### src/verilog/mipsPkg.sv
package mipsPkg;

   // Datapath words and instruction words
   typedef logic [31:0] word_t;
   typedef logic [31:0] instr_t;

   // Register number and decode fields
   typedef logic [4:0] regAddr_t;
   typedef logic [5:0] opcode_t;
   typedef logic [5:0] funct_t;

   // ALU operation select and forwarding select
   typedef logic [3:0] aluCtl_t;
   typedef logic [1:0] fwdSel_t;

   // Major opcodes, MIPS encoding
   parameter opcode_t opR    = 6'd0;
   parameter opcode_t opLw   = 6'd35;
   parameter opcode_t opSw   = 6'd43;
   parameter opcode_t opBeq  = 6'd4;
   parameter opcode_t opAddi = 6'd8;

   // R-type function codes
   parameter funct_t fnAdd = 6'd32;
   parameter funct_t fnSub = 6'd34;
   parameter funct_t fnAnd = 6'd36;
   parameter funct_t fnOr  = 6'd37;
   parameter funct_t fnSlt = 6'd42;

   // ALU control codes
   parameter aluCtl_t aluAnd = 4'd0;
   parameter aluCtl_t aluOr  = 4'd1;
   parameter aluCtl_t aluAdd = 4'd2;
   parameter aluCtl_t aluSub = 4'd6;
   parameter aluCtl_t aluSlt = 4'd7;

   // Operand source for EX
   parameter fwdSel_t fwdNone = 2'd0;
   parameter fwdSel_t fwdWb   = 2'd1;
   parameter fwdSel_t fwdMem  = 2'd2;

   // Low bit of rs, rt and rd in the instruction
   parameter int rsLsb = 21;
   parameter int rtLsb = 16;
   parameter int rdLsb = 11;

endpackage

### src/verilog/hazardUnit.sv
`timescale 1ns/1ns
module hazardUnit (
   input  mipsPkg::regAddr_t idRs,
   input  mipsPkg::regAddr_t idRt,
   input  mipsPkg::instr_t   exInstr,
   input  logic              exMemRead,
   input  logic              exRegWrite,
   input  logic              memRegWrite,
   input  mipsPkg::regAddr_t memDest,
   input  logic              wbValid,
   input  mipsPkg::regAddr_t wbReg,
   input  logic              branchTaken,
   output mipsPkg::fwdSel_t  fwdA,
   output mipsPkg::fwdSel_t  fwdB,
   output logic              stall,
   output logic              flush
);
   mipsPkg::regAddr_t exRs;
   mipsPkg::regAddr_t exRt;

   assign exRs = exInstr[mipsPkg::rsLsb +: 5];
   assign exRt = exInstr[mipsPkg::rtLsb +: 5];

   // Youngest producer first
   // nonzero destination keeps r0 from forwarding
   function automatic mipsPkg::fwdSel_t pickFwd(input mipsPkg::regAddr_t src);
      if (memRegWrite && memDest != '0 && memDest == src) begin
         return mipsPkg::fwdMem;
      end else if (wbValid && wbReg == src) begin
         return mipsPkg::fwdWb;
      end
      return mipsPkg::fwdNone;
   endfunction

   always_comb begin
      fwdA = pickFwd(exRs);
      fwdB = pickFwd(exRt);
   end

   // Load in EX feeding the instruction in ID
   // data only exists after MEM, so hold one cycle
   assign stall = exMemRead && exRegWrite && exRt != '0 && (exRt == idRs || exRt == idRt);

   // Taken beq squashes IF/ID and ID/EX
   assign flush = branchTaken;

endmodule

### config.mk
export PLATFORM = sky130hd
export DESIGN_NAME = hazardUnit
export DESIGN_NICKNAME = d
export VERILOG_FILES = /design/src/verilog/mipsPkg.sv /design/src/verilog/hazardUnit.sv
export SDC_FILE = /design/constraint.sdc
export NUM_CORES = 1
export LEC_CHECK = 0
export BUFFER_PORTS_ARGS = -buffer_cell sky130_fd_sc_hd__buf_2
export CAP_MARGIN = 40
export CORE_MARGIN = 2
export CORE_UTILIZATION = 30
export DETAILED_ROUTE_END_ITERATION = 6
export GPL_ROUTABILITY_DRIVEN = 0
export PLACE_DENSITY = 0.88
export SLEW_MARGIN = 10
export SYNTH_ARGS = -nofsm -noshare
export SYNTH_HDL_FRONTEND = slang
export SYNTH_SLANG_ARGS = --single-unit
### constraint.sdc
create_clock -name vclk -period 2.4
set_clock_uncertainty 0.15 [all_clocks]
set_input_delay 0.6 -clock vclk [all_inputs]
set_output_delay 0.6 -clock vclk [all_outputs]
set_load 0.01 [all_outputs]
Word level (Yosys, flattened, before mapping)
Index checks and enable logic that the tools add are counted.
{"block": "word_totals", "reg_bits": 0, "latchBits": 0, "mem_bits_rw": 0, "rom_bits": 0, "inputBits": 57, "out_inout_bits": 6, "word_cells": 27, "mem_count": 0}
{"block": "classes", "add_sub_neg": 0, "multipliers": 0, "n_div": 0, "magnitude_cmp": 0, "n_eq_ne": 6, "shift": 0, "muxes": 10, "bitwise_logic": 0, "n_reduce_logical": 11}
{"cell": "equality test 5 bit", "n": 6}
{"cell": "2-to-1 mux 2 bit", "n": 6}
{"cell": "nonzero test 5 bit", "n": 2}
{"cell": "logical AND 1 bit", "n": 8}
{"cell": "2-to-1 mux 1 bit", "n": 4}
{"cell": "logical OR 1 bit", "n": 1}

Longest topological paths before layout
Gate-level depths: netlist (run 1).
{"block": "logic_depth", "depth_word": 5, "mapped_depth": 5, "ltp_nobuf": 4}

Worst setup path after synthesis (run 1)
OpenSTA, ideal clock, no wires.
{"block": "synth_timing", "path_type": "input port to output port", "startpoint": "input exInstr[19]", "endpoint": "output fwdB[0]", "arrival_ns": 1.631, "t_required_ns": 1.650, "setup_slack_ns": 0.019, "stages": 5, "path_buffers": 1, "cell_sequence": "clkbuf_1 xnor2_1 nand3_1 nor4_1 nor2_1"}
{"block": "synth_between", "elab_chain_len": 5, "word_cells_on_any_way": 8, "classes_between": "eq/ne: 2; mux: 4; reduce/logical: 2"}
{"item": "from (decl)", "line_no": "hazardUnit.sv:5", "source": "input mipsPkg::instr_t exInstr,"}
{"item": "equality test 5 bit", "line_no": "hazardUnit.sv:29", "source": "end else if (wbValid && wbReg == src) begin"}
{"item": "logical AND 1 bit", "line_no": "hazardUnit.sv:29"}
{"item": "2-to-1 mux 1 bit", "line_no": "hazardUnit.sv:29"}
{"item": "2-to-1 mux 1 bit", "line_no": "hazardUnit.sv:27", "source": "if (memRegWrite && memDest != '0 && memDest == src) begin"}
{"item": "2-to-1 mux 2 bit *", "line_no": "hazardUnit.sv:32", "source": "return mipsPkg::fwdNone;"}
{"item": "to (decl)", "line_no": "hazardUnit.sv:14", "source": "output mipsPkg::fwdSel_t fwdB,"}
Every way passes the cells marked *; elsewhere a longest branch is shown, timed or not.

Final worst setup path (run 1)
{"block": "layout_timing", "startpoint": "input memDest[3]", "endpoint": "output fwdA[0]"}
{"block": "layout_between", "elab_chain_len": 5, "word_cells_on_any_way": 7, "classes_between": "eq/ne: 1; mux: 3; reduce/logical: 3"}
{"item": "from (decl)", "line_no": "hazardUnit.sv:9", "source": "input mipsPkg::regAddr_t memDest,"}
{"item": "nonzero test 5 bit", "line_no": "hazardUnit.sv:27"}
{"item": "logical AND 1 bit", "line_no": "hazardUnit.sv:27"}
{"item": "logical AND 1 bit *", "line_no": "hazardUnit.sv:27"}
{"item": "2-to-1 mux 2 bit or 2-to-1 mux 1 bit (tied branches)", "line_no": "hazardUnit.sv:27"}
{"item": "2-to-1 mux 2 bit *", "line_no": "hazardUnit.sv:32"}
{"item": "to (decl)", "line_no": "hazardUnit.sv:13", "source": "output mipsPkg::fwdSel_t fwdA,"}
Marked as above.

==> results of run 1 <==
layout by cell type (no fill, tap or decap), drive strengths merged:
cell,count
buf,45
a21oi,1
or4,2
nor2,2
xnor2,12
nand3,6
o211ai,1
o21ai,1
xor2,18
nor4,4
nor3,2
timing repair:
item / 4_1_cts / 5_1_grt
setup endpoints to repair: 2 / 5
pin swaps: 6 / 6
hold buffers: 0 / 0
cloned: 0 / 0
resized for setup: 5 / 8
endpoints found under the hold margin: 0 / 0
metal layers:
| layer | routed length [µm] | global-route usage (%) | up-vias |
|---|---|---|---|
| met2 | 715 | 30.2 | 19 |
| met5 | 0 | 0 | - |
| met3 | 83 | 1.11 | 0 |
| met1 | 474 | 18.9 | 246 |
| met4 | 0 | 1.67 | 0 |
| li1 | - | - | 263 |
kinds of logic after synthesis:
family	Yosys count
compound gates	3
xor+xnor	30
buf+inv	6
simple gates	16
cells in the mapped netlist:
master    number
xor2_1        18
xnor2_1       12
nand3_1        6
clkbuf_1       4
nor4_1         4
nor2_1         2
nor3_1         2
or4_1          2
a21oi_1        1
buf_1          1
buf_4          1
o211ai_1       1
o21ai_2        1
power breakdown:
group | total (mW) | internal, mW | switching (mW)
registers | 0 | 0 | 0
logic | 0.117 | 0.0642 | 0.0533
clock network | 0 | 0 | 0
final cells by class:
| class | instances | area, µm² | share of cell area, % |
|---|---|---|---|
| Tap cell | 15 | 18.8 | 2.70 |
| Timing Repair Buffer | 45 | 262 | 37.7 |
| Multi-Input combinational cell | 49 | 414 | 59.6 |
worst paths after layout:
check,startpoint,cells after the start,end
setup / recovery,memDest[3],6,fwdA[0]
hold / removal,branchTaken,0,flush
metrics by stage:
stage / total power, mW / setup TNS (ns)
CTS: 0.110 / -0.0865
global route: 0.127 / -0.160
floorplan: 0.0546 / 0
global placement: 0.101 / -0.106
finish: 0.117 / -0.0650
detailed placement: 0.104 / -0.120
==> results.md, run 1 <==
- Status: finished with violations
- Violated checks: negative setup slack
- Final hold violations: 0
- CP arrival: 1.69 ns
- Mapped Cells: 55
- Inst Count DP: 109
- Min Tclk post-route: 2.44 ns
- P&R area growth vs syn: 74.5%
- Starting Density: 31.4%
- Worst-case vdd ir drop: 77.1 µV
- Post-synthesis instance area: 398 µm²
- Design area: 694 µm²
- CP max stage delay: 0.54 ns
- NumNets Final: 153
- Slowest cell on crit path: or4_4
- Leading area contributor after synthesis: xor2_1
- Fmax: 0.409 GHz
- Largest net degree at the start of global routing: 6
- Reg area: 0 µm²
- Synth unique cells: 13
- Max-slew violations: 0
- Vias per inst: 4.84
- Final WS setup: -0.0448 ns
- Layout cells sized above 1: 55.3%
- Critical path type: in2out
- FP Rows: 13
- RSZ-0062 raised after global routing: true
- Worst Tran Pin Value: 0.344 ns
- Tot GR Track Use: 15.7%
- Routed len/inst: 11.7 µm
- First-pass GRT wire length: 1.79 mm
- Net count after synthesis: 112
- Synth warn: 0
- Mux contribution to synthesized area: 0%
- Number of global-route vias before repair: 463
- Starting DRT DRC Count: 4
- Post-Synth Adder-Cell Area: 0%
- Crit-path max FO: 2
- Drt first pass iters: 4
- Power density over the cells: 169 nW/µm²
- Worst hold-check path type: in2out
- Largest family of logic cells by synthesized area: XOR/XNOR gates
- Share of the synthesized area in the top cell type: 39.6%
- Fin cells: 109
- Die footprint: 1630 µm²
- Fill count: 115
- FF+latch count: 0
- DRT Wirelength: 1.27 mm
- Initial antenna violation count: 0
- Post-CTS Setup Bufs: 0
- Hold WS: 1.05 ns
- Core area: 1270 µm²
- Final core occ: 54.7%
- Slew HR: 76.8%
- Port bufs: 39
- Worst Path Required: 1.65 ns
- Io pins: 63
- Fin crit share: 102%
- Worst slack, placed: -0.0601 ns
- WP buf/inv: 2
- Crit start category: input pin
- CP delay by family, top: simple AND/OR/NAND/NOR gates
- Post-DP HPWL: 1.06 mm
- Synth area leaders: xor2_1, xnor2_1, nand3_1, nor4_1, clkbuf_1
- Synth Area in Compound Gates: 5.35%
- Syn_area_per_cell: 7.23 µm²
- Xor/xnor share of the synthesized area: 66.0%
- Seq/Total Area, Yosys: 0%
- Die Ht: 40.4 µm
- Clock buffer cells: 0
- Die W: 40.4 µm
- Leak: 0.334 nW
- Maxcap violations: 0
- Setup Viol. Count Final: 2
- Routed vias: 528
- DRC viols: 0
- Diode count: 0
- Crit. End Element: output pin
- Placement Cell Area: 631 µm²
- Post-Synth Simple-Gate Area: 22.0%
- CP Cell Sequence: buf_6 -> or4_4 -> o21ai_4 -> nor4_2 -> nor2_1 -> buf_2
- Overflow after GRT: 0
- DRT antenna net count: 0
Power figures use the tool's default switching activity.
==> run 2, diff against run 1 <==
==> constraint.sdc (replaced) <==
create_clock -name vclk -period 2.4
set_clock_uncertainty 0.15 [all_clocks]
set_input_delay 0.24 -clock vclk [all_inputs]
set_output_delay 0.24 -clock vclk [all_outputs]
set_load 0.01 [all_outputs]
==> results.md, run 2 (same netlist as run 1, synthesis figures left out) <==
- Min Tclk post-route: 1.76 ns (was 2.44 ns)
- Worst slack, placed: 0.629 ns (was -0.0601 ns)
- CP delay by family, top: simple AND/OR/NAND/NOR gates (unchanged)
- Maxcap violations: 0 (unchanged)
- Worst Path Required: 2.01 ns (was 1.65 ns)
- RSZ-0062 raised after global routing: false (was true)
- Power density over the cells: 162 nW/µm² (was 169 nW/µm²)
- Final WS setup: 0.637 ns (was -0.0448 ns)
- P_sw: 0.0446 mW (was 0.0533 mW)
- Overflow after GRT: 0 (unchanged)
- FF+latch count: 0 (unchanged)
- Sequential share of power: 0% (about the same)
- Metal2 WL: 585 µm (was 715 µm)
- Hold Crit Start: branchTaken (unchanged)
- Crit start category: input pin (unchanged)
- Clock buffer cells: 0 (unchanged)
- FP Rows: 13 (unchanged)
- Die Ht: 40.4 µm (unchanged)
- Diode count: 0 (unchanged)
- CP Cell Sequence: buf_2 -> or4_1 -> o21ai_2 -> nor4_1 -> nor2_1 -> buf_2 (was buf_6 -> or4_4 -> o21ai_4 -> nor4_2 -> nor2_1 -> buf_2)
- Critical path type: in2out (unchanged)
- Final hold violations: 0 (unchanged)
- Fmax: 0.567 GHz (was 0.409 GHz)
- DRT Wirelength: 1.06 mm (was 1.27 mm)
- Slowest cell on crit path: or4_1 (was or4_4)
- Top cell by count, worst path: buf_2
- Tot GR Track Use: 12.6% (was 15.7%)
- Port bufs: 39 (unchanged)
- Leak: 0.284 nW (was 0.334 nW)
- Design area: 586 µm² (was 694 µm²)
- Fin Setup TNS: 0 ns (was -0.0650 ns)
- Starting Density: 31.4% (unchanged)
- Worst Tran Pin Value: 0.347 ns (was 0.344 ns)
- Fill count: 136 (was 115)
- CP arrival: 1.37 ns (was 1.69 ns)
- Vias per inst: 4.60 (was 4.84)
- Routed len/inst: 10.3 µm (was 11.7 µm)
- Clock Power Share: 0% (about the same)
- Post-CTS Resized: 0 (was 5)
- Leading cell type in the layout, fill and taps excluded: buf_2 (unchanged)
- P_int: 0.0504 mW (was 0.0642 mW)
- Sw Ratio: 46.9% (was 45.3%)
- DRT antenna net count: 0 (unchanged)
- P&R area growth vs syn: 47.2% (was 74.5%)
- Drt first pass iters: 2 (was 4)
- Die W: 40.4 µm (unchanged)
- Design Power: 0.0950 mW (was 0.117 mW)
- CP Launch Point: memDest[1] (was memDest[3])
- Worst hold-check path type: in2out (unchanged)
- Max-slew violations: 0 (unchanged)
- Most frequent cells in the layout: buf_2, xor2_1, xnor2_1 (unchanged)
- Core area: 1270 µm² (unchanged)
- Worst-case vdd ir drop: 58.2 µV (was 77.1 µV)
- Number of global-route vias before repair: 382 (was 463)
- Largest net degree at the start of global routing: 6 (unchanged)
- WP buf/inv: 2 (unchanged)
- Crit. End Element: output pin (unchanged)
- Combinational share of power: 100.0% (about the same)
- Reg area: 0 µm² (unchanged)
- Slew HR: 76.6% (was 76.8%)
- Crit-path max FO: 3 (was 2)
- Post-CTS Setup Bufs: 0 (unchanged)
- Initial antenna violation count: 0 (unchanged)
- Layout cells sized above 1: 45.5% (was 55.3%)
- CP max stage delay: 0.54 ns (about the same)
- Highest Signal Layer: met3 (unchanged)
- Die footprint: 1630 µm² (unchanged)
- Placement Cell Area: 586 µm² (was 631 µm²)
- Met3 WL: 82 µm (was 83 µm)
- Status: completed (was finished with violations)
- First-pass GRT wire length: 1.46 mm (was 1.79 mm)
- Routed vias: 474 (was 528)
- Met1 Wirelength: 393 µm (was 474 µm)
- Setup Viol. Count Final: 0 (was 2)
- Hold buffers post-CTS: 0 (unchanged)
- Fin crit share: 73.5% (was 102%)
- Starting DRT DRC Count: 1 (was 4)
- Io pins: 63 (unchanged)
- DRC viols: 0 (unchanged)
- NumNets Final: 147 (was 153)
-- run 2: metal layers --
layer,vias to the layer above,track usage [%]
met3,0,0.556
met4,0,0
li1,251,-
met5,-,0
met2,15,24.2
met1,208,16.0
-- run 2: power by group through the flow --
stage | registers [mW] | logic (mW) | clock network (mW)
after floorplan | 0 | 0.0546 | 0
after global placement | 0 | 0.0931 | 0
after detailed placement | 0 | 0.0958 | 0
after CTS | 0 | 0.0962 | 0
after global routing | 0 | 0.106 | 0
final | 0 | 0.0950 | 0
-- run 2: final timing paths --
path | to | slack, ns | cells after the start
worst max-delay path | fwdB[0] | 0.64 | 6
worst min-delay path | flush | 0.33 | 0
-- run 2: cell type report --
| type | count | area (µm²) | share of cell area, % |
|---|---|---|---|
| multi-input combinational | 49 | 372 | 63.5 |
| timing repair buffer | 39 | 195 | 33.3 |
| tap | 15 | 18.8 | 3.21 |
-- run 2: per-stage QoR --
stage / instances / hold WS (ns) / util [%]
final: 103 / 0.330 / 46.2
after global routing: 103 / 0.330 / 46.2
after CTS: 103 / 0.330 / 46.2
after detailed placement: 103 / 0.330 / 46.2
after global placement: 103 / 0.330 / 46.2
after floorplan: 55 / 0.422 / -
==> run 3, diff against run 2 <==
--- a/config.mk
+++ b/config.mk
@@ -8,10 +8,10 @@
 export BUFFER_PORTS_ARGS = -buffer_cell sky130_fd_sc_hd__buf_2
 export CAP_MARGIN = 40
 export CORE_MARGIN = 2
-export CORE_UTILIZATION = 30
+export CORE_UTILIZATION = 27
 export DETAILED_ROUTE_END_ITERATION = 6
 export GPL_ROUTABILITY_DRIVEN = 0
-export PLACE_DENSITY = 0.88
+export PLACE_DENSITY = 0.84
 export SLEW_MARGIN = 10
 export SYNTH_ARGS = -nofsm -noshare
 export SYNTH_HDL_FRONTEND = slang
==> constraint.sdc (replaced) <==
create_clock -name vclk -period 1.4
set_clock_uncertainty 0.15 [all_clocks]
set_input_delay 0.14 -clock vclk [all_inputs]
set_output_delay 0.14 -clock vclk [all_outputs]
set_load 0.01 [all_outputs]
==> results.md, run 3 (same netlist as run 1, synthesis figures left out) <==
- Number of global-route vias before repair: 519 (was 382)
- DRT antenna net count: 0 (unchanged)
- CP Cell Sequence: buf_6 -> or4_4 -> o21ai_4 -> nor4_2 -> nor2_1 -> buf_2 (was buf_2 -> or4_1 -> o21ai_2 -> nor4_1 -> nor2_1 -> buf_2)
- Slowest cell on crit path: or4_4 (was or4_1)
- Critical path type: in2out (unchanged)
- DRC viols: 0 (unchanged)
- Worst Tran Pin Value: 0.303 ns (was 0.347 ns)
- Post-CTS Setup Bufs: 0 (unchanged)
- Max-slew violations: 0 (unchanged)
- Most frequent cells in the layout: buf_2, xor2_1, buf_4 (was buf_2, xor2_1, xnor2_1)
- Die Ht: 42.4 µm (was 40.4 µm)
- Setup Viol. Count Final: 5 (was 0)
- Clock buffer cells: 0 (unchanged)
- Min Tclk post-route: 1.51 ns
- Fmax: 0.663 GHz
- Fill count: 130 (was 136)
- Inst Count DP: 114 (was 103)
- Tot GR Track Use: 15.6% (was 12.6%)
- Die W: 42.4 µm (was 40.4 µm)
- Final WS setup: -0.108 ns (was 0.637 ns)
- Starting DRT DRC Count: 2 (was 1)
- Leak: 0.366 nW (was 0.284 nW)
- Crit-path max FO: 2 (was 3)
- Die footprint: 1800 µm² (was 1630 µm²)
- Post-DP HPWL: 1.12 mm
- Fin crit share: 108%
- Core area: 1330 µm² (was 1270 µm²)
- Multi-input gate area: 435 µm² (was 372 µm²)
- Port bufs: 39 (unchanged)
- Maxcap violations: 0 (unchanged)
- Violated checks: negative setup slack
- Leading cell type in the layout, fill and taps excluded: buf_2 (unchanged)
- Crit. End Element: output pin (unchanged)
- Power density over the cells: 290 nW/µm² (was 162 nW/µm²)
- Io pins: 63 (unchanged)
- Routed vias: 528 (was 474)
- Initial antenna violation count: 0 (unchanged)
- Fin cells: 114 (was 103)
- DRT Wirelength: 1.32 mm (was 1.06 mm)
- NumNets Final: 158 (was 147)
- FP Rows: 13 (unchanged)
- Starting Density: 29.8% (was 31.4%)
- Status: finished with violations (was completed)
- Worst Path Required: 1.11 ns (was 2.01 ns)
- Layout cells sized above 1: 61.6% (was 45.5%)
- Final hold violations: 0 (unchanged)
- FF+latch count: 0 (unchanged)
- Largest net degree at the start of global routing: 6 (unchanged)
- First-pass GRT wire length: 2.25 mm (was 1.46 mm)
- Routed len/inst: 11.6 µm (was 10.3 µm)
- RSZ-0062 raised after global routing: true (was false)
- P&R area growth vs syn: 89.9% (was 47.2%)
- Reg area: 0 µm² (unchanged)
- Vias per inst: 4.63 (was 4.60)
- Crit start category: input pin (unchanged)
- CP max stage delay: 0.54 ns (about the same)
- CP arrival: 1.22 ns (was 1.37 ns)
- Slew HR: 79.6% (was 76.6%)
- Worst hold-check path type: in2out (unchanged)
- Worst-case vdd ir drop: 131 µV (was 58.2 µV)
- Overflow after GRT: 0 (unchanged)
- Drt first pass iters: 2 (unchanged)
- Diode count: 0 (unchanged)
- Fin Setup TNS: -0.291 ns (was 0 ns)
[run 3: cell types whose count changed in the layout (fill, tap and decap cells not counted), sizes merged]
cell  change
buf      +11
[run 3: layer usage]
metal	vias up	GRT usage (%)	part of all wire [%]
met5	-	0	0
li1	272	-	-
met4	0	0	0
met2	19	29.5	54
met3	0	0.862	5.9
met1	237	20.4	40
[run 3: timing repair]
action / CTS / global route
pin swaps: 9 / 9
resized for setup: 8 / 10
hold buffers: 0 / 0
setup endpoints to repair: 5 / 5
[run 3: critical path, delay by kind of cell]
kind            cells  cell delay, ns
buf+inv             2            0.22
compound gates      1            0.16
simple gates        3            0.69
[run 3: per-stage QoR]
| step | power [mW] | area [µm²] | hold WS (ns) | worst slack [ns] | util, % |
|---|---|---|---|---|---|
| 2_1_floorplan | 0.0955 | 404 | 0.222 | -0.0111 | - |
| 3_3_place_gp | 0.186 | 674 | 0.130 | -0.153 | 50.6 |
| 3_5_place_dp | 0.191 | 674 | 0.130 | -0.161 | 50.6 |
| 4_1_cts | 0.206 | 719 | 0.130 | -0.120 | 53.9 |
| 5_1_grt | 0.242 | 756 | 0.130 | -0.145 | 56.7 |
| 6_report | 0.220 | 756 | 0.130 | -0.108 | 56.7 |
[run 3: report_power, final]
part | internal (mW) | total (mW) | switching (mW)
clock | 0 | 0 | 0
sequential | 0 | 0 | 0
combinational | 0.123 | 0.220 | 0.0968
total | 0.123 | 0.220 | 0.0968
[run 3: final cells by class]
cell class | instances | area share (%)
Timing Repair Buffer | 50 | 39.9
Multi-Input combinational cell | 49 | 57.6
Tap cell | 15 | 2.48
[run 3: worst paths after layout]
kind,depth (start not counted),to,from,slack [ns]
setup / recovery,6,fwdB[0],memDest[3],-0.11
hold / removal,0,flush,branchTaken,0.13
